**src/pusch_dr_pkg.sv**
```systemverilog
`default_nettype none

package pusch_dr_pkg;

    // ----------------------------------------
    // field widths
    // ----------------------------------------
    localparam int IQ_W       = 16;
    localparam int PWR_W      = 24;            // 16 REs of |I|+|Q| fit
    localparam int PKG_TYPE_W = 4;
    localparam int SLOT_W     = 7;
    localparam int SYMB_W     = 4;
    localparam int RBG_IDX_W  = 8;
    localparam int TAG_W      = 4;             // top bits of every tx1 word
    localparam int LANE_W     = 64;            // bits per lane
    localparam int ANT_W      = 2 * IQ_W;      // one antenna or beam, I low, Q high

    // header bit positions, rx lane 0 and tx lane 1 share them
    localparam int HDR_PKG_LSB  = 0;
    localparam int HDR_SLOT_LSB = 4;
    localparam int HDR_SYMB_LSB = 11;
    localparam int HDR_CELL_BIT = 15;

    // ----------------------------------------
    // enums
    // ----------------------------------------
    typedef enum logic [1:0] {
        DR_MODE_BYPASS = 2'd0,
        DR_MODE_BEAM   = 2'd1                  // codes 2 and 3 act as bypass
    } dr_mode_e;

    typedef enum logic [1:0] {
        RBG_4  = 2'd0,
        RBG_8  = 2'd1,
        RBG_16 = 2'd2                          // code 3 acts as RBG_16
    } rbg_size_e;

    typedef enum logic [3:0] {
        TX_TAG_HDR = 4'd1,
        TX_TAG_PWR = 4'd2
    } tx_tag_e;

    typedef enum logic [1:0] {
        TX_IDLE = 2'd0,
        TX_SEND = 2'd1,
        TX_DROP = 2'd2
    } tx_state_e;

endpackage

`default_nettype wire
```
**src/pusch_dr_top.sv**
```systemverilog
`timescale 1ns/1ps
`default_nettype none

module pusch_dr_top #(
    parameter int LANE = 2                     // 1, 2 or 4
) (
    input  wire                                          i_clk,
    input  wire                                          i_rst,
    input  wire  [1:0]                                   i_rbg_size,
    input  wire  [1:0]                                   i_dr_mode,
    input  wire  [LANE*pusch_dr_pkg::LANE_W-1:0]         i_rx_data,
    input  wire                                          i_rx_vld,
    input  wire                                          i_iq_tx_enable,
    output logic [pusch_dr_pkg::LANE_W-1:0]              o_tx0_data,
    output logic                                         o_tx0_vld,
    output logic [LANE*pusch_dr_pkg::LANE_W-1:0]         o_tx1_data,
    output logic                                         o_tx1_vld
);

    localparam int DW = LANE * pusch_dr_pkg::LANE_W;
    localparam int PW = 2 * LANE * pusch_dr_pkg::PWR_W;

    // ----------------------------------------
    // unpacker outputs
    // ----------------------------------------
    logic [DW-1:0]                       iq_data;
    logic                                iq_vld;
    logic                                iq_last;
    logic                                iq_rbg_end;
    logic [pusch_dr_pkg::PKG_TYPE_W-1:0] hdr_pkg_type;
    logic [pusch_dr_pkg::SLOT_W-1:0]     hdr_slot;
    logic [pusch_dr_pkg::SYMB_W-1:0]     hdr_symb;
    logic                                hdr_cell;

    // ----------------------------------------
    // combiner and power meter outputs
    // ----------------------------------------
    logic [DW-1:0]                       bm_data;
    logic                                bm_vld;
    logic                                bm_last;
    logic                                bm_first;
    logic [PW-1:0]                       pwr_data;
    logic                                pwr_vld;
    logic [pusch_dr_pkg::RBG_IDX_W-1:0]  rbg_idx;

    cpri_rx_unpack #(.LANE(LANE)) rx_unpack_i (
        .i_clk          (i_clk),
        .i_rst          (i_rst),
        .i_rx_data      (i_rx_data),
        .i_rx_vld       (i_rx_vld),
        .i_rbg_size     (i_rbg_size),
        .o_iq_data      (iq_data),
        .o_iq_vld       (iq_vld),
        .o_iq_last      (iq_last),
        .o_iq_rbg_end   (iq_rbg_end),
        .o_pkg_type     (hdr_pkg_type),
        .o_slot_idx     (hdr_slot),
        .o_symb_idx     (hdr_symb),
        .o_cell_idx     (hdr_cell)
    );

    dr_beam_combine #(.LANE(LANE)) beam_combine_i (
        .i_clk          (i_clk),
        .i_rst          (i_rst),
        .i_dr_mode      (i_dr_mode),
        .i_iq_data      (iq_data),
        .i_iq_vld       (iq_vld),
        .i_iq_last      (iq_last),
        .o_bm_data      (bm_data),
        .o_bm_vld       (bm_vld),
        .o_bm_last      (bm_last),
        .o_bm_first     (bm_first)
    );

    dr_ant_power #(.LANE(LANE)) ant_power_i (
        .i_clk          (i_clk),
        .i_rst          (i_rst),
        .i_iq_data      (iq_data),
        .i_iq_vld       (iq_vld),
        .i_iq_rbg_end   (iq_rbg_end),
        .i_iq_last      (iq_last),
        .o_pwr_data     (pwr_data),
        .o_pwr_vld      (pwr_vld),
        .o_rbg_idx      (rbg_idx)
    );

    cpri_tx_pack #(.LANE(LANE)) tx_pack_i (
        .i_clk          (i_clk),
        .i_rst          (i_rst),
        .i_iq_tx_enable (i_iq_tx_enable),
        .i_bm_data      (bm_data),
        .i_bm_vld       (bm_vld),
        .i_bm_first     (bm_first),
        .i_bm_last      (bm_last),
        .i_pwr_data     (pwr_data),
        .i_pwr_vld      (pwr_vld),
        .i_rbg_idx      (rbg_idx),
        .i_pkg_type     (hdr_pkg_type),
        .i_slot_idx     (hdr_slot),
        .i_symb_idx     (hdr_symb),
        .i_cell_idx     (hdr_cell),
        .o_tx0_data     (o_tx0_data),
        .o_tx0_vld      (o_tx0_vld),
        .o_tx1_data     (o_tx1_data),
        .o_tx1_vld      (o_tx1_vld)
    );

endmodule

`default_nettype wire

```
**src/cpri_tx_pack.sv**
```systemverilog
`timescale 1ns/1ps
`default_nettype none

module cpri_tx_pack #(
    parameter int LANE = 2
) (
    input  wire                                          i_clk,
    input  wire                                          i_rst,
    input  wire                                          i_iq_tx_enable,
    input  wire  [LANE*pusch_dr_pkg::LANE_W-1:0]         i_bm_data,
    input  wire                                          i_bm_vld,
    input  wire                                          i_bm_first,
    input  wire                                          i_bm_last,
    input  wire  [2*LANE*pusch_dr_pkg::PWR_W-1:0]        i_pwr_data,
    input  wire                                          i_pwr_vld,
    input  wire  [pusch_dr_pkg::RBG_IDX_W-1:0]           i_rbg_idx,
    input  wire  [pusch_dr_pkg::PKG_TYPE_W-1:0]          i_pkg_type,
    input  wire  [pusch_dr_pkg::SLOT_W-1:0]              i_slot_idx,
    input  wire  [pusch_dr_pkg::SYMB_W-1:0]              i_symb_idx,
    input  wire                                          i_cell_idx,
    output logic [pusch_dr_pkg::LANE_W-1:0]              o_tx0_data,
    output logic                                         o_tx0_vld,
    output logic [LANE*pusch_dr_pkg::LANE_W-1:0]         o_tx1_data,
    output logic                                         o_tx1_vld
);

    localparam int DW      = LANE * pusch_dr_pkg::LANE_W;
    localparam int PW      = 2 * LANE * pusch_dr_pkg::PWR_W;
    localparam int TAG_LSB = DW - pusch_dr_pkg::TAG_W;
    localparam int IDX_LSB = TAG_LSB - pusch_dr_pkg::RBG_IDX_W;

    pusch_dr_pkg::tx_state_e state;
    pusch_dr_pkg::tx_state_e state_nxt;
    logic                    send_now;         // current beam word goes out
    logic [DW-1:0]           hdr_word;
    logic [DW-1:0]           pwr_word;

    // ----------------------------------------
    // FSM
    // ----------------------------------------
    always_comb begin
        if (state == pusch_dr_pkg::TX_IDLE) begin
            send_now = i_bm_first && i_iq_tx_enable;   // enable sampled on first word
        end else begin
            send_now = (state == pusch_dr_pkg::TX_SEND);
        end
    end

    always_comb begin
        state_nxt = state;
        if (i_bm_vld) begin
            if (i_bm_last) begin
                state_nxt = pusch_dr_pkg::TX_IDLE;
            end else if (state == pusch_dr_pkg::TX_IDLE && i_bm_first) begin
                state_nxt = i_iq_tx_enable ? pusch_dr_pkg::TX_SEND : pusch_dr_pkg::TX_DROP;
            end
        end
    end

    // ----------------------------------------
    // tx lane 1 words
    // ----------------------------------------
    always_comb begin
        hdr_word = '0;
        hdr_word[pusch_dr_pkg::HDR_PKG_LSB +: pusch_dr_pkg::PKG_TYPE_W] = i_pkg_type;
        hdr_word[pusch_dr_pkg::HDR_SLOT_LSB +: pusch_dr_pkg::SLOT_W]    = i_slot_idx;
        hdr_word[pusch_dr_pkg::HDR_SYMB_LSB +: pusch_dr_pkg::SYMB_W]    = i_symb_idx;
        hdr_word[pusch_dr_pkg::HDR_CELL_BIT]                            = i_cell_idx;
        hdr_word[TAG_LSB +: pusch_dr_pkg::TAG_W] = pusch_dr_pkg::TX_TAG_HDR;

        pwr_word = '0;
        pwr_word[PW-1:0]                             = i_pwr_data;
        pwr_word[IDX_LSB +: pusch_dr_pkg::RBG_IDX_W] = i_rbg_idx;
        pwr_word[TAG_LSB +: pusch_dr_pkg::TAG_W]     = pusch_dr_pkg::TX_TAG_PWR;
    end

    always_ff @(posedge i_clk) begin
        if (i_rst) begin
            state     <= pusch_dr_pkg::TX_IDLE;
            o_tx0_vld <= 1'b0;
            o_tx1_vld <= 1'b0;
        end else begin
            state     <= state_nxt;
            o_tx0_vld <= i_bm_vld && send_now;
            o_tx1_vld <= i_bm_vld && send_now && (i_bm_first || i_pwr_vld);
        end
    end

    always_ff @(posedge i_clk) begin
        if (i_bm_vld && send_now) begin
            o_tx0_data <= i_bm_data[pusch_dr_pkg::LANE_W-1:0];
            o_tx1_data <= i_bm_first ? hdr_word : pwr_word;    // header wins a tie
        end
    end

endmodule

`default_nettype wire

```
**src/dr_ant_power.sv**
```systemverilog
`timescale 1ns/1ps
`default_nettype none

module dr_ant_power #(
    parameter int LANE = 2
) (
    input  wire                                          i_clk,
    input  wire                                          i_rst,
    input  wire  [LANE*pusch_dr_pkg::LANE_W-1:0]         i_iq_data,
    input  wire                                          i_iq_vld,
    input  wire                                          i_iq_rbg_end,
    input  wire                                          i_iq_last,
    output logic [2*LANE*pusch_dr_pkg::PWR_W-1:0]        o_pwr_data,
    output logic                                         o_pwr_vld,
    output logic [pusch_dr_pkg::RBG_IDX_W-1:0]           o_rbg_idx
);

    localparam int ANT   = 2 * LANE;
    localparam int IQ_W  = pusch_dr_pkg::IQ_W;
    localparam int PWR_W = pusch_dr_pkg::PWR_W;
    localparam int ANT_W = pusch_dr_pkg::ANT_W;

    logic [PWR_W-1:0]                   acc      [ANT];
    logic [PWR_W-1:0]                   acc_next [ANT];
    logic [pusch_dr_pkg::RBG_IDX_W-1:0] rbg_cnt;   // RBG index within packet

    // magnitude of -32768 comes out as 32768
    function automatic logic [PWR_W-1:0] mag(input logic [IQ_W-1:0] x);
        logic [IQ_W:0] ext;
        logic [IQ_W:0] abs_v;
        ext   = {x[IQ_W-1], x};
        abs_v = ext[IQ_W] ? -ext : ext;
        return PWR_W'(abs_v);
    endfunction

    always_comb begin
        for (int a = 0; a < ANT; a++) begin
            acc_next[a] = acc[a] + mag(i_iq_data[a*ANT_W +: IQ_W])
                                 + mag(i_iq_data[a*ANT_W+IQ_W +: IQ_W]);
        end
    end

    always_ff @(posedge i_clk) begin
        if (i_rst) begin
            o_pwr_vld <= 1'b0;
            rbg_cnt   <= '0;
            for (int a = 0; a < ANT; a++) begin
                acc[a] <= '0;
            end
        end else begin
            o_pwr_vld <= i_iq_vld && i_iq_rbg_end;
            if (i_iq_vld) begin
                for (int a = 0; a < ANT; a++) begin
                    acc[a] <= i_iq_rbg_end ? '0 : acc_next[a];  // restart per RBG
                end
                if (i_iq_rbg_end) begin
                    rbg_cnt <= i_iq_last ? '0 : rbg_cnt + 1'b1;
                end
            end
        end
    end

    // sums include the closing word
    always_ff @(posedge i_clk) begin
        if (i_iq_vld && i_iq_rbg_end) begin
            o_rbg_idx <= rbg_cnt;
            for (int a = 0; a < ANT; a++) begin
                o_pwr_data[a*PWR_W +: PWR_W] <= acc_next[a];
            end
        end
    end

endmodule

`default_nettype wire

```
**src/dr_beam_combine.sv**
```systemverilog
`timescale 1ns/1ps
`default_nettype none

module dr_beam_combine #(
    parameter int LANE = 2
) (
    input  wire                                          i_clk,
    input  wire                                          i_rst,
    input  wire  [1:0]                                   i_dr_mode,
    input  wire  [LANE*pusch_dr_pkg::LANE_W-1:0]         i_iq_data,
    input  wire                                          i_iq_vld,
    input  wire                                          i_iq_last,
    output logic [LANE*pusch_dr_pkg::LANE_W-1:0]         o_bm_data,
    output logic                                         o_bm_vld,
    output logic                                         o_bm_last,
    output logic                                         o_bm_first
);

    localparam int ANT   = 2 * LANE;
    localparam int DW    = LANE * pusch_dr_pkg::LANE_W;
    localparam int IQ_W  = pusch_dr_pkg::IQ_W;
    localparam int ANT_W = pusch_dr_pkg::ANT_W;
    localparam int SH    = $clog2(ANT);        // scale back to 16 bits
    localparam int SW    = IQ_W + SH;          // full sum width

    logic [DW-1:0] beam_data;
    logic          first_pend;                 // next word opens a packet

    // Hadamard row b, column a is negative when b&a has odd parity
    always_comb begin
        logic signed [SW-1:0]   sum_i;
        logic signed [SW-1:0]   sum_q;
        logic signed [IQ_W-1:0] smp_i;
        logic signed [IQ_W-1:0] smp_q;
        beam_data = '0;
        for (int b = 0; b < ANT; b++) begin
            sum_i = '0;
            sum_q = '0;
            for (int a = 0; a < ANT; a++) begin
                smp_i = i_iq_data[a*ANT_W +: IQ_W];
                smp_q = i_iq_data[a*ANT_W+IQ_W +: IQ_W];
                if (^(b & a)) begin
                    sum_i = sum_i - smp_i;
                    sum_q = sum_q - smp_q;
                end else begin
                    sum_i = sum_i + smp_i;
                    sum_q = sum_q + smp_q;
                end
            end
            beam_data[b*ANT_W +: IQ_W]      = IQ_W'(sum_i >>> SH);
            beam_data[b*ANT_W+IQ_W +: IQ_W] = IQ_W'(sum_q >>> SH);
        end
    end

    always_ff @(posedge i_clk) begin
        if (i_rst) begin
            o_bm_vld   <= 1'b0;
            o_bm_last  <= 1'b0;
            o_bm_first <= 1'b0;
            first_pend <= 1'b1;
        end else begin
            o_bm_vld   <= i_iq_vld;
            o_bm_last  <= i_iq_vld && i_iq_last;
            o_bm_first <= i_iq_vld && first_pend;
            if (i_iq_vld) begin
                first_pend <= i_iq_last;
            end
        end
    end

    always_ff @(posedge i_clk) begin
        if (i_iq_vld) begin
            o_bm_data <= (i_dr_mode == pusch_dr_pkg::DR_MODE_BEAM) ? beam_data : i_iq_data;
        end
    end

endmodule

`default_nettype wire

```
**src/cpri_rx_unpack.sv**
```systemverilog
`timescale 1ns/1ps
`default_nettype none

module cpri_rx_unpack #(
    parameter int LANE = 2
) (
    input  wire                                          i_clk,
    input  wire                                          i_rst,
    input  wire  [LANE*pusch_dr_pkg::LANE_W-1:0]         i_rx_data,
    input  wire                                          i_rx_vld,
    input  wire  [1:0]                                   i_rbg_size,
    output logic [LANE*pusch_dr_pkg::LANE_W-1:0]         o_iq_data,
    output logic                                         o_iq_vld,
    output logic                                         o_iq_last,
    output logic                                         o_iq_rbg_end,
    output logic [pusch_dr_pkg::PKG_TYPE_W-1:0]          o_pkg_type,
    output logic [pusch_dr_pkg::SLOT_W-1:0]              o_slot_idx,
    output logic [pusch_dr_pkg::SYMB_W-1:0]              o_symb_idx,
    output logic                                         o_cell_idx
);

    localparam int DW = LANE * pusch_dr_pkg::LANE_W;

    logic          in_pkt;                     // last cycle was inside a packet
    logic          hold_vld;                   // one IQ word waiting in hold
    logic [DW-1:0] hold_data;
    logic [3:0]    rbg_cnt;                    // words so far in this RBG
    logic [4:0]    rbg_len;
    logic          rbg_end;

    always_comb begin
        case (i_rbg_size)
            pusch_dr_pkg::RBG_4: rbg_len = 5'd4;
            pusch_dr_pkg::RBG_8: rbg_len = 5'd8;
            default:             rbg_len = 5'd16;
        endcase
    end

    // held word closes an RBG when the count is full or the packet ends
    assign rbg_end = !i_rx_vld || ({1'b0, rbg_cnt} + 5'd1 == rbg_len);

    // ----------------------------------------
    // control
    // ----------------------------------------
    always_ff @(posedge i_clk) begin
        if (i_rst) begin
            in_pkt       <= 1'b0;
            hold_vld     <= 1'b0;
            rbg_cnt      <= '0;
            o_iq_vld     <= 1'b0;
            o_iq_last    <= 1'b0;
            o_iq_rbg_end <= 1'b0;
        end else begin
            in_pkt       <= i_rx_vld;
            hold_vld     <= i_rx_vld && in_pkt;    // header word never enters hold
            o_iq_vld     <= hold_vld;
            o_iq_last    <= hold_vld && !i_rx_vld;
            o_iq_rbg_end <= hold_vld && rbg_end;
            if (hold_vld) begin
                rbg_cnt <= rbg_end ? 4'd0 : rbg_cnt + 4'd1;
            end
        end
    end

    // ----------------------------------------
    // payload and header fields
    // ----------------------------------------
    always_ff @(posedge i_clk) begin
        if (i_rx_vld && in_pkt) begin
            hold_data <= i_rx_data;
        end
        if (hold_vld) begin
            o_iq_data <= hold_data;
        end
        if (i_rx_vld && !in_pkt) begin     // first word after idle is the header
            o_pkg_type <= i_rx_data[pusch_dr_pkg::HDR_PKG_LSB +: pusch_dr_pkg::PKG_TYPE_W];
            o_slot_idx <= i_rx_data[pusch_dr_pkg::HDR_SLOT_LSB +: pusch_dr_pkg::SLOT_W];
            o_symb_idx <= i_rx_data[pusch_dr_pkg::HDR_SYMB_LSB +: pusch_dr_pkg::SYMB_W];
            o_cell_idx <= i_rx_data[pusch_dr_pkg::HDR_CELL_BIT];
        end
    end

endmodule

`default_nettype wire

```
**config.mk**
```make
export PLATFORM = sky130hd
export DESIGN_NAME = pusch_dr_top
export DESIGN_NICKNAME = d
export VERILOG_FILES = /design/src/pusch_dr_pkg.sv /design/src/pusch_dr_top.sv /design/src/cpri_tx_pack.sv /design/src/dr_ant_power.sv /design/src/dr_beam_combine.sv /design/src/cpri_rx_unpack.sv
export SDC_FILE = /design/constraint.sdc
export NUM_CORES = 1
export LEC_CHECK = 0
export BUFFER_PORTS_ARGS = -buffer_cell sky130_fd_sc_hd__buf_2
export CAP_MARGIN = 0
export CORE_ASPECT_RATIO = 1.4
export CORE_MARGIN = 5
export CORE_UTILIZATION = 42
export CTS_CLUSTER_SIZE = 20
export DETAILED_ROUTE_END_ITERATION = 8
export HOLD_SLACK_MARGIN = 0.05
export SYNTH_ARGS = -nofsm -noshare
export SYNTH_HDL_FRONTEND = slang
export SYNTH_SLANG_ARGS = --single-unit
```
**constraint.sdc**
```tcl
create_clock -name i_clk -period 18.95 [get_ports i_clk]
set_input_delay 2.8425 -clock i_clk [delete_from_list [all_inputs] [get_ports i_clk]]
set_output_delay 2.8425 -clock i_clk [all_outputs]
set_load 0.01 [all_outputs]
```
==> metrics.txt, run 1 <==
# TYPE chip_impl_metric gauge
chip_impl_metric{name="syn-mean-instance-area",unit="µm²"} 12.7
chip_impl_metric{name="final_core_util",unit=""} 0.484
chip_impl_metric{name="p_leak",unit="nW"} 17.8
chip_impl_metric{name="cellPowerDensity",unit="nW/µm²"} 86.5
chip_impl_metric{name="globalplace.congestion",unit=""} 0.946
chip_impl_metric{name="worstPathArrival",unit="ns"} 5.35
chip_impl_info{name="layout.cells.most_common",value="edfxtp_1"} 1
chip_impl_metric{name="ys_async_sr_fraction",unit=""} 0
chip_impl_info{name="synth.top_cells.by_area",value="edfxtp_1, fa_1, ha_1"} 1
chip_impl_metric{name="final.setup.worst_slack",unit="ns"} 14.00
chip_impl_metric{name="die_height",unit="µm"} 369
chip_impl_metric{name="fmaxAchievable",unit="MHz"} 202
chip_impl_metric{name="core.rowCount",unit=""} 131
chip_impl_metric{name="totalNegativeSetupSlack",unit="ns"} 0
chip_impl_metric{name="syn-cell-area",unit="µm²"} 38800
chip_impl_metric{name="finish.net_count",unit=""} 3871
chip_impl_metric{name="wl",unit="µm"} 106000
chip_impl_metric{name="finalClockSkew",unit="ns"} 0.0346
chip_impl_metric{name="h-tree-depth",unit=""} 3
chip_impl_metric{name="maxCapViolCount",unit=""} 0
chip_impl_metric{name="setup_viol",unit=""} 0
chip_impl_metric{name="design.core.area",unit="µm²"} 91300
chip_impl_metric{name="yosys.area.top_type_share",unit=""} 0.547
chip_impl_metric{name="fp.dieArea",unit="µm²"} 98500
chip_impl_metric{name="final-max-slew-violation-count",unit=""} 0
chip_impl_metric{name="place_worst_setup_slack",unit="ns"} 13.93
chip_impl_metric{name="ctsLongestPathBuffers",unit=""} 3
chip_impl_info{name="most_frequent_cells_in_the_layout",value="edfxtp_1, inv_1, buf_2"} 1
chip_impl_info{name="main_combinational_cell_family_by_area_after_synthesis",value="adder cells"} 1
chip_impl_metric{name="ant_nets",unit=""} 0
chip_impl_metric{name="cp.required",unit="ns"} 19.35
chip_impl_metric{name="wl_per_cell",unit="µm"} 22.9
chip_impl_metric{name="initial_core_utilization",unit=""} 0.425
chip_impl_info{name="timing.setup.critical_path_class",value="flop to flop"} 1
chip_impl_metric{name="ys_ff_latch",unit=""} 732
chip_impl_metric{name="cts.repair_timing.setup_buffer_count",unit=""} 0
chip_impl_metric{name="muxShareOfSynthArea",unit=""} 0.00826
chip_impl_info{name="postSynth.topFlopCell",value="edfxtp_1"} 1
chip_impl_metric{name="post_synthesis_xor_xnor_area_fraction",unit=""} 0.0522
chip_impl_info{name="tritoncts",value="done"} 1
chip_impl_metric{name="synthSimpleGateAreaFrac",unit=""} 0.0928
chip_impl_metric{name="yosysSeqAreaShare",unit=""} 0.560
chip_impl_metric{name="drc",unit=""} 0
chip_impl_metric{name="drt_pre_antenna_iters",unit=""} 8
chip_impl_metric{name="grt-ovfl-total",unit=""} 0
chip_impl_metric{name="clk-insertion-delay-late",unit="ns"} 0.68
chip_impl_metric{name="chipWidth",unit="µm"} 267
chip_impl_metric{name="grt_start_max_net_pins",unit=""} 93
chip_impl_info{name="worst_setup_path_end_kind",value="flop"} 1
chip_impl_metric{name="final_cells",unit=""} 4652
chip_impl_metric{name="worst_ir_drop_vdd",unit="V"} 0.0000619
chip_impl_metric{name="final_layout_size_suffix_gt1_frac",unit=""} 0.140
chip_impl_metric{name="synth_compound_gate_area_share",unit=""} 0.0845
chip_impl_info{name="setup.worst_path.start_class",value="flop"} 1
chip_impl_metric{name="warning_count_from_the_yosys_run",unit=""} 0
chip_impl_metric{name="post_synth_inst_count",unit=""} 3045
chip_impl_metric{name="number_of_cts_inserted_buffers",unit=""} 76
chip_impl_metric{name="buffer_ports.inserted",unit=""} 307
chip_impl_metric{name="edff_count_synth",unit=""} 706
chip_impl_metric{name="area_overhead_vs_synth",unit="%"} 14.1
chip_impl_metric{name="timing.slew.headroom",unit=""} 0.300
chip_impl_metric{name="finalHoldViolCount",unit=""} 0
chip_impl_metric{name="antenna_found_initial",unit=""} 6
chip_impl_metric{name="io_pins",unit=""} 330
chip_impl_info{name="outcome",value="finished, final reports clean"} 1
chip_impl_info{name="min-delay-path-class",value="flop to flop"} 1
chip_impl_metric{name="grt_usage",unit=""} 0.214
chip_impl_metric{name="cts.sink_count",unit=""} 732
chip_impl_info{name="rsz0062_at_grt",value="false"} 1
chip_impl_metric{name="critical_path.max_fanout",unit=""} 7
chip_impl_metric{name="placed_cell_area",unit="µm²"} 41700
chip_impl_info{name="synth_top_area_cell",value="edfxtp_1"} 1
chip_impl_metric{name="average_via_count_per_standard_cell",unit=""} 5.13
chip_impl_metric{name="minimum_clock_period",unit="ns"} 4.95
chip_impl_metric{name="post-place-cells",unit=""} 4510
chip_impl_metric{name="path_clk_slew",unit="ns"} 0.08
chip_impl_metric{name="grt_pass1_vias",unit=""} 24300
chip_impl_metric{name="tightest_slew",unit="ns"} 1.05
chip_impl_metric{name="global_route_wire_length_before_repair",unit="µm"} 156000
chip_impl_metric{name="synth_adder_area_share",unit=""} 0.150
chip_impl_metric{name="detailed_place_hpwl",unit="µm"} 82500
chip_impl_metric{name="dr.first_iter.drc_count",unit=""} 1589
chip_impl_metric{name="yosysUniqueCellTypes",unit=""} 81
chip_impl_metric{name="via_count",unit=""} 23900
chip_impl_metric{name="cts_hold_buffers",unit=""} 0
chip_impl_metric{name="final.period_utilization",unit=""} 0.261
chip_impl_info{name="cts_root_buffer",value="clkbuf_16"} 1
chip_impl_metric{name="layout.cell_area.non_filler",unit="µm²"} 44200
chip_impl_metric{name="post_cts_resized",unit=""} 0
## registers in the layout, summed over array words and instances (netlist names), 4 cells and up
register and cells:
ant_power_i.rbg_cnt 8, rx_unpack_i.o_symb_idx 4, rx_unpack_i.rbg_cnt 4, rx_unpack_i.o_pkg_type 4, tx_pack_i.o_tx0_data 64, ant_power_i.o_rbg_idx 8, beam_combine_i.o_bm_data 64, rx_unpack_i.o_slot_idx 7
rx_unpack_i.hold_data 128, ant_power_i.acc 96, ant_power_i.o_pwr_data 96, rx_unpack_i.o_iq_data 128, tx_pack_i.o_tx1_data 106
## kinds of logic after synthesis
logic type	count (synthesis)
AOI/OAI and AO/OA	509
xor gates and xnor gates	231
adders and majority gates	344
buffers and inverters	507
DFF	732
muxes	30
other	2
and+or+nand+nor	690
## report_power, final
group | switching [mW] | internal [mW] | leakage (nW)
Sequential | 0.0215 | 1.81 | 6.74
Combinational | 0.273 | 0.170 | 9.77
Clock | 0.652 | 0.903 | 1.24
## worst max-delay path, cell delays in order (launching register included)
cell	delay, ns
edfxtp_1	0.53
nor3_1	0.42
nand3_1	0.18
o31ai_1	0.43
o21ai_0	0.20
xnor2_1	0.56
fa_1	0.53
inv_1	0.07
ha_1	0.29
a21o_1	0.22
a2111oi_4	0.39
a211oi_2	0.16
a311oi_2	0.42
nor2b_1	0.14
xor2_1	0.16
## cells in the mapped netlist (16+ instances only)
cell type / instances
and3_1: 21
o31ai_1: 35
a21o_1: 52
a31oi_1: 23
clkbuf_1: 57
nand2b_1: 18
inv_1: 421
xor2_1: 70
nor3_1: 21
dfxtp_1: 26
nand4_1: 29
a21oi_1: 119
o21a_1: 21
nand2_1: 197
mux2_2: 16
nor2_1: 94
nand3_1: 46
xnor2_1: 161
and2_1: 86
buf_4: 23
ha_1: 142
nor2b_1: 113
o21ai_0: 145
edfxtp_1: 706
fa_1: 202
or3_1: 16
## stage by stage
step           total power [mW]  hold WS, ns
3_3_place_gp               2.30        0.401
2_1_floorplan              2.17        0.400
3_5_place_dp               2.30        0.405
5_1_grt                    3.98        0.421
6_report                   3.83        0.409
4_1_cts                    3.87        0.413
## path summary, 6_finish.rpt
check | start | end | slack [ns] | cells past startpoint
hold reg to reg | rx_unpack_i.hold_data[103] | rx_unpack_i.o_iq_data[103] | 0.41 | 0
hold / removal | rx_unpack_i.hold_data[103] | rx_unpack_i.o_iq_data[103] | 0.41 | 0
setup reg to reg | rx_unpack_i.o_iq_data[50] | ant_power_i.o_pwr_data[45] | 14.00 | 14
setup / recovery | rx_unpack_i.o_iq_data[50] | ant_power_i.o_pwr_data[45] | 14.00 | 14
## layer usage
layer | GRT usage | wire (µm)
met4 | 0.0846 | 4220
met5 | 0 | 0
met1 | 0.275 | 43400
met2 | 0.364 | 53100
met3 | 0.0339 | 5700
## final cells by class
cell class | instances | area [µm²]
timing repair buffer | 326 | 1680
fill | 8231 | 47100
antenna | 3 | 7.51
clock buffer | 96 | 2070
clock inverter | 43 | 480
inverter | 421 | 1580
multi-input combinational | 1834 | 15200
sequential | 732 | 21700
tap | 1197 | 1500
No activity file was read; power rests on OpenSTA's default activity.
==> run 2, diff against run 1 <==
- ABC_AREA: not set -> 1
- clock period: 18.95 -> 4.1 ns (I/O delays scaled with it)
==> run 2 against run 1 <==
  * Critical endpoint is now ant_power_i.o_pwr_data[36]
  * Synthesized cell count grew 38%
  * First-iteration DRC count grew 26%
  * Global-route usage grew 1.9 points
  * Sequential power grew to 4.6 times the previous value
  * Combinational power grew to 5.9 times the previous value
  * Wire length grew 15%
  * Clock skew shrank 0.010 ns
  * Final cell count grew 31%
  * Largest power group unchanged
  * Critical path depth grew 4
  * Worst hold slack lost 0.28 ns
  * Worst setup slack lost 14 ns
==> metrics.txt, run 2 <==
# TYPE chip_impl_metric gauge
chip_impl_metric{name="globalplace.congestion",unit=""} 0.944
chip_impl_metric{name="io_pins",unit=""} 330
chip_impl_metric{name="setup_viol",unit=""} 0
chip_impl_info{name="outcome",value="finished, final reports clean"} 1
chip_impl_metric{name="synth_adder_area_share",unit=""} 0.140
chip_impl_metric{name="cellPowerDensity",unit="nW/µm²"} 369
chip_impl_info{name="min-delay-path-class",value="input pin to flop"} 1
chip_impl_metric{name="grt_start_max_net_pins",unit=""} 98
chip_impl_metric{name="cp.required",unit="ns"} 4.50
chip_impl_info{name="synth.top_cells.by_area",value="edfxtp_1, fa_1, inv_1"} 1
chip_impl_metric{name="post_synthesis_xor_xnor_area_fraction",unit=""} 0.0346
chip_impl_metric{name="average_via_count_per_standard_cell",unit=""} 4.83
chip_impl_metric{name="via_count",unit=""} 29400
chip_impl_metric{name="warning_count_from_the_yosys_run",unit=""} 0
chip_impl_metric{name="grt-ovfl-total",unit=""} 0
chip_impl_metric{name="drt_pre_antenna_iters",unit=""} 5
chip_impl_metric{name="path_clk_slew",unit="ns"} 0.07
chip_impl_metric{name="worst_hold_slack",unit="ns"} 0.126
chip_impl_metric{name="tightest_slew",unit="ns"} 1.07
chip_impl_metric{name="edff_count_synth",unit=""} 706
chip_impl_metric{name="syn-mean-instance-area",unit="µm²"} 9.84
chip_impl_metric{name="post_synth_inst_count",unit=""} 4217
chip_impl_metric{name="synthSimpleGateAreaFrac",unit=""} 0.167
chip_impl_info{name="critical_path.most_common_cell",value="inv_1"} 1
chip_impl_metric{name="chipWidth",unit="µm"} 276
chip_impl_info{name="timing.setup.critical_path_class",value="flop to flop"} 1
chip_impl_metric{name="worstPathBufferInverterCount",unit=""} 6
chip_impl_metric{name="syn-cell-area",unit="µm²"} 41500
chip_impl_info{name="cts_root_buffer",value="clkbuf_16"} 1
chip_impl_metric{name="wl_per_cell",unit="µm"} 20.1
chip_impl_metric{name="detailed_place_hpwl",unit="µm"} 97500
chip_impl_metric{name="total_power",unit="mW"} 17.8
chip_impl_metric{name="fmaxAchievable",unit="MHz"} 258
chip_impl_metric{name="muxShareOfSynthArea",unit=""} 0
chip_impl_metric{name="yosysUniqueCellTypes",unit=""} 48
chip_impl_metric{name="drc",unit=""} 0
chip_impl_metric{name="synth_compound_gate_area_share",unit=""} 0.0421
chip_impl_info{name="tritoncts",value="done"} 1
chip_impl_metric{name="finalHoldViolCount",unit=""} 0
chip_impl_info{name="synth_top_area_cell",value="edfxtp_1"} 1
chip_impl_metric{name="yosys.area.top_type_share",unit=""} 0.511
chip_impl_metric{name="cp_slowest_stage_delay",unit="ns"} 0.51
chip_impl_metric{name="design.core.area",unit="µm²"} 98200
chip_impl_metric{name="initial_core_utilization",unit=""} 0.422
chip_impl_metric{name="antenna_found_initial",unit=""} 6
chip_impl_metric{name="ant_nets",unit=""} 0
chip_impl_metric{name="global_route_wire_length_before_repair",unit="µm"} 184000
chip_impl_metric{name="timing.slew.headroom",unit=""} 0.288
chip_impl_metric{name="finish.net_count",unit=""} 5204
chip_impl_info{name="most_frequent_cells_in_the_layout",value="nand2_1, inv_1, edfxtp_1"} 1
chip_impl_metric{name="worst_ir_drop_vdd",unit="V"} 0.000309
chip_impl_metric{name="h-tree-depth",unit=""} 3
chip_impl_info{name="main_combinational_cell_family_by_area_after_synthesis",value="simple AND/OR/NAND/NOR gates"} 1
chip_impl_metric{name="finalClockSkew",unit="ns"} 0.0243
chip_impl_metric{name="minimum_clock_period",unit="ns"} 3.88
chip_impl_metric{name="ys_ff_latch",unit=""} 732
chip_impl_metric{name="number_of_cts_inserted_buffers",unit=""} 75
chip_impl_metric{name="fp.dieArea",unit="µm²"} 105000
chip_impl_metric{name="ff2ff_setup_slack",unit="ns"} 0.22
chip_impl_metric{name="critical_path.max_fanout",unit=""} 4
chip_impl_metric{name="area_overhead_vs_synth",unit="%"} 16.3
chip_impl_metric{name="cts_hold_buffers",unit=""} 0
chip_impl_metric{name="maxCapViolCount",unit=""} 0
chip_impl_info{name="post_synth_most_frequent_cells",value="inv_1, nand2_1, edfxtp_1"} 1
chip_impl_metric{name="die_height",unit="µm"} 382
chip_impl_info{name="critical_path.slowest_cell",value="fa_1"} 1
chip_impl_metric{name="core.rowCount",unit=""} 136
chip_impl_metric{name="final.period_utilization",unit=""} 0.946
chip_impl_metric{name="ys_async_sr_fraction",unit=""} 0
chip_impl_info{name="post-synth-top-count-cell",value="inv_1"} 1
chip_impl_metric{name="wl",unit="µm"} 122000
chip_impl_metric{name="yosysSeqAreaShare",unit=""} 0.524
chip_impl_metric{name="dr.first_iter.drc_count",unit=""} 2002
chip_impl_info{name="cp_cell_sequence",value="inv_2 > ha_1 > inv_1 > nor3_1 > nand3_1 > nand2_1 > xor2_2 > inv_1 > fa_1 > inv_1 > ha_1 > nand2_2 > inv_1 > a21oi_1 > nand2_1 > a21oi_1 > xor2_1 > inv_1"} 1
chip_impl_metric{name="clk-insertion-delay-late",unit="ns"} 0.66
chip_impl_info{name="setup.worst_path.start_class",value="flop"} 1
chip_impl_metric{name="final-max-slew-violation-count",unit=""} 0
chip_impl_metric{name="final_layout_size_suffix_gt1_frac",unit=""} 0.139
chip_impl_metric{name="p_leak",unit="nW"} 22.0
chip_impl_info{name="critPathTopFamily",value="adder cells"} 1
chip_impl_info{name="worst_setup_path_end_kind",value="flop"} 1
chip_impl_metric{name="buffer_ports.inserted",unit=""} 307
chip_impl_info{name="postSynth.topFlopCell",value="edfxtp_1"} 1
chip_impl_metric{name="grt_usage",unit=""} 0.233
chip_impl_info{name="layout.cells.most_common",value="nand2_1"} 1
chip_impl_metric{name="worstPathArrival",unit="ns"} 4.28
chip_impl_metric{name="grt_pass1_vias",unit=""} 30100
chip_impl_metric{name="ctsLongestPathBuffers",unit=""} 3
chip_impl_metric{name="cts.sink_count",unit=""} 732
chip_impl_info{name="layout_top_registers",value="rx_unpack_i.hold_data: 128 flops, rx_unpack_i.o_iq_data: 128 flops, tx_pack_i.o_tx1_data: 106 flops"} 1
## run 2: changes by cell type after synthesis, moves of 20 or more
cell / change
nand2_1: +699
inv_1: +485
nor2_1: +312
nand3_1: +126
xnor2_1: -115
nor2b_1: -109
and2_1: -73
xor2_1: +48
a21o_1: -46
a21oi_1: +41
o31ai_1: -33
nand4_1: +28
clkbuf_1: -24
o21ai_0: -20
## run 2: layer usage
metal,wire [µm],GRT usage,vias up
met5,28,0,-
met4,4820,0.0871,6
met3,5620,0.0296,171
met2,62100,0.411,763
met1,49700,0.292,14100
li1,-,-,14400
## run 2: path summary, 6_finish.rpt
| kind | start | end | depth (start not counted) |
|---|---|---|---|
| hold reg to reg | beam_combine_i.o_bm_data[56] | tx_pack_i.o_tx0_data[56] | 0 |
| hold / removal | i_rx_data[78] | rx_unpack_i.hold_data[78] | 1 |
| setup reg to reg | rx_unpack_i.o_iq_data[49] | ant_power_i.o_pwr_data[36] | 18 |
| setup / recovery | rx_unpack_i.o_iq_data[49] | ant_power_i.o_pwr_data[36] | 18 |
## run 2: cell families (layout without fill, tap and decap cells)
family                     after synthesis  in the layout
and+or+nand+nor                       1661           1661
AOI/OAI and AO/OA                      331            331
buffers and inverters                  983           1519
adders and majority gates              344            344
other                                    2             33
DFF                                    732            732
xor gates and xnor gates               164            164
## run 2: power by group
part	internal [mW]	total, mW	leakage [nW]	switching, mW
clock	3.77	6.76	1.17	2.99
combinational	0.915	2.61	14.1	1.69
sequential	8.35	8.43	6.73	0.0835
total	13.0	17.8	22.0	4.76
## run 2: layout make-up
cell class	count	area, µm²
fillers	9318	50000
flip-flops and latches	732	21700
multi-input cells	2530	16200
inverters	914	3450
repair buffers	471	2840
clock buffers	82	1900
well taps	1311	1640
clock inverters	52	470
diodes	3	7.51
## run 2: per-stage QoR
stage               cell area (µm²)  setup WS (ns)  instances  setup TNS, ns  utilization
floorplan                     41600          0.208       4245              0            -
CTS                           48100         0.0762       6084              0        0.489
global placement              45700         0.0594       5950              0        0.465
global route                  48200       -0.00488       6092       -0.00510        0.491
detailed placement            45700       -0.00396       5950       -0.00396        0.465
finish                        48200          0.222       6095              0        0.491
## run 2: worst reg2reg max path: stages, from the launching register on
cell and delay, ns:
edfxtp_1 0.41, inv_2 0.11, ha_1 0.14, inv_1 0.05, nor3_1 0.21, nand3_1 0.19, nand2_1 0.14, xor2_2 0.22
inv_1 0.10, fa_1 0.51, inv_1 0.05, ha_1 0.35, nand2_2 0.15, inv_1 0.06, a21oi_1 0.14, nand2_1 0.16
a21oi_1 0.22, xor2_1 0.33, inv_1 0.09
## run 2: what timing repair did
item / 4_1_cts / 5_1_grt
pin swaps: 0 / 3
endpoints found under the setup margin: 1 / 82
gates resized for setup: 1 / 40
setup buffers: 0 / 8
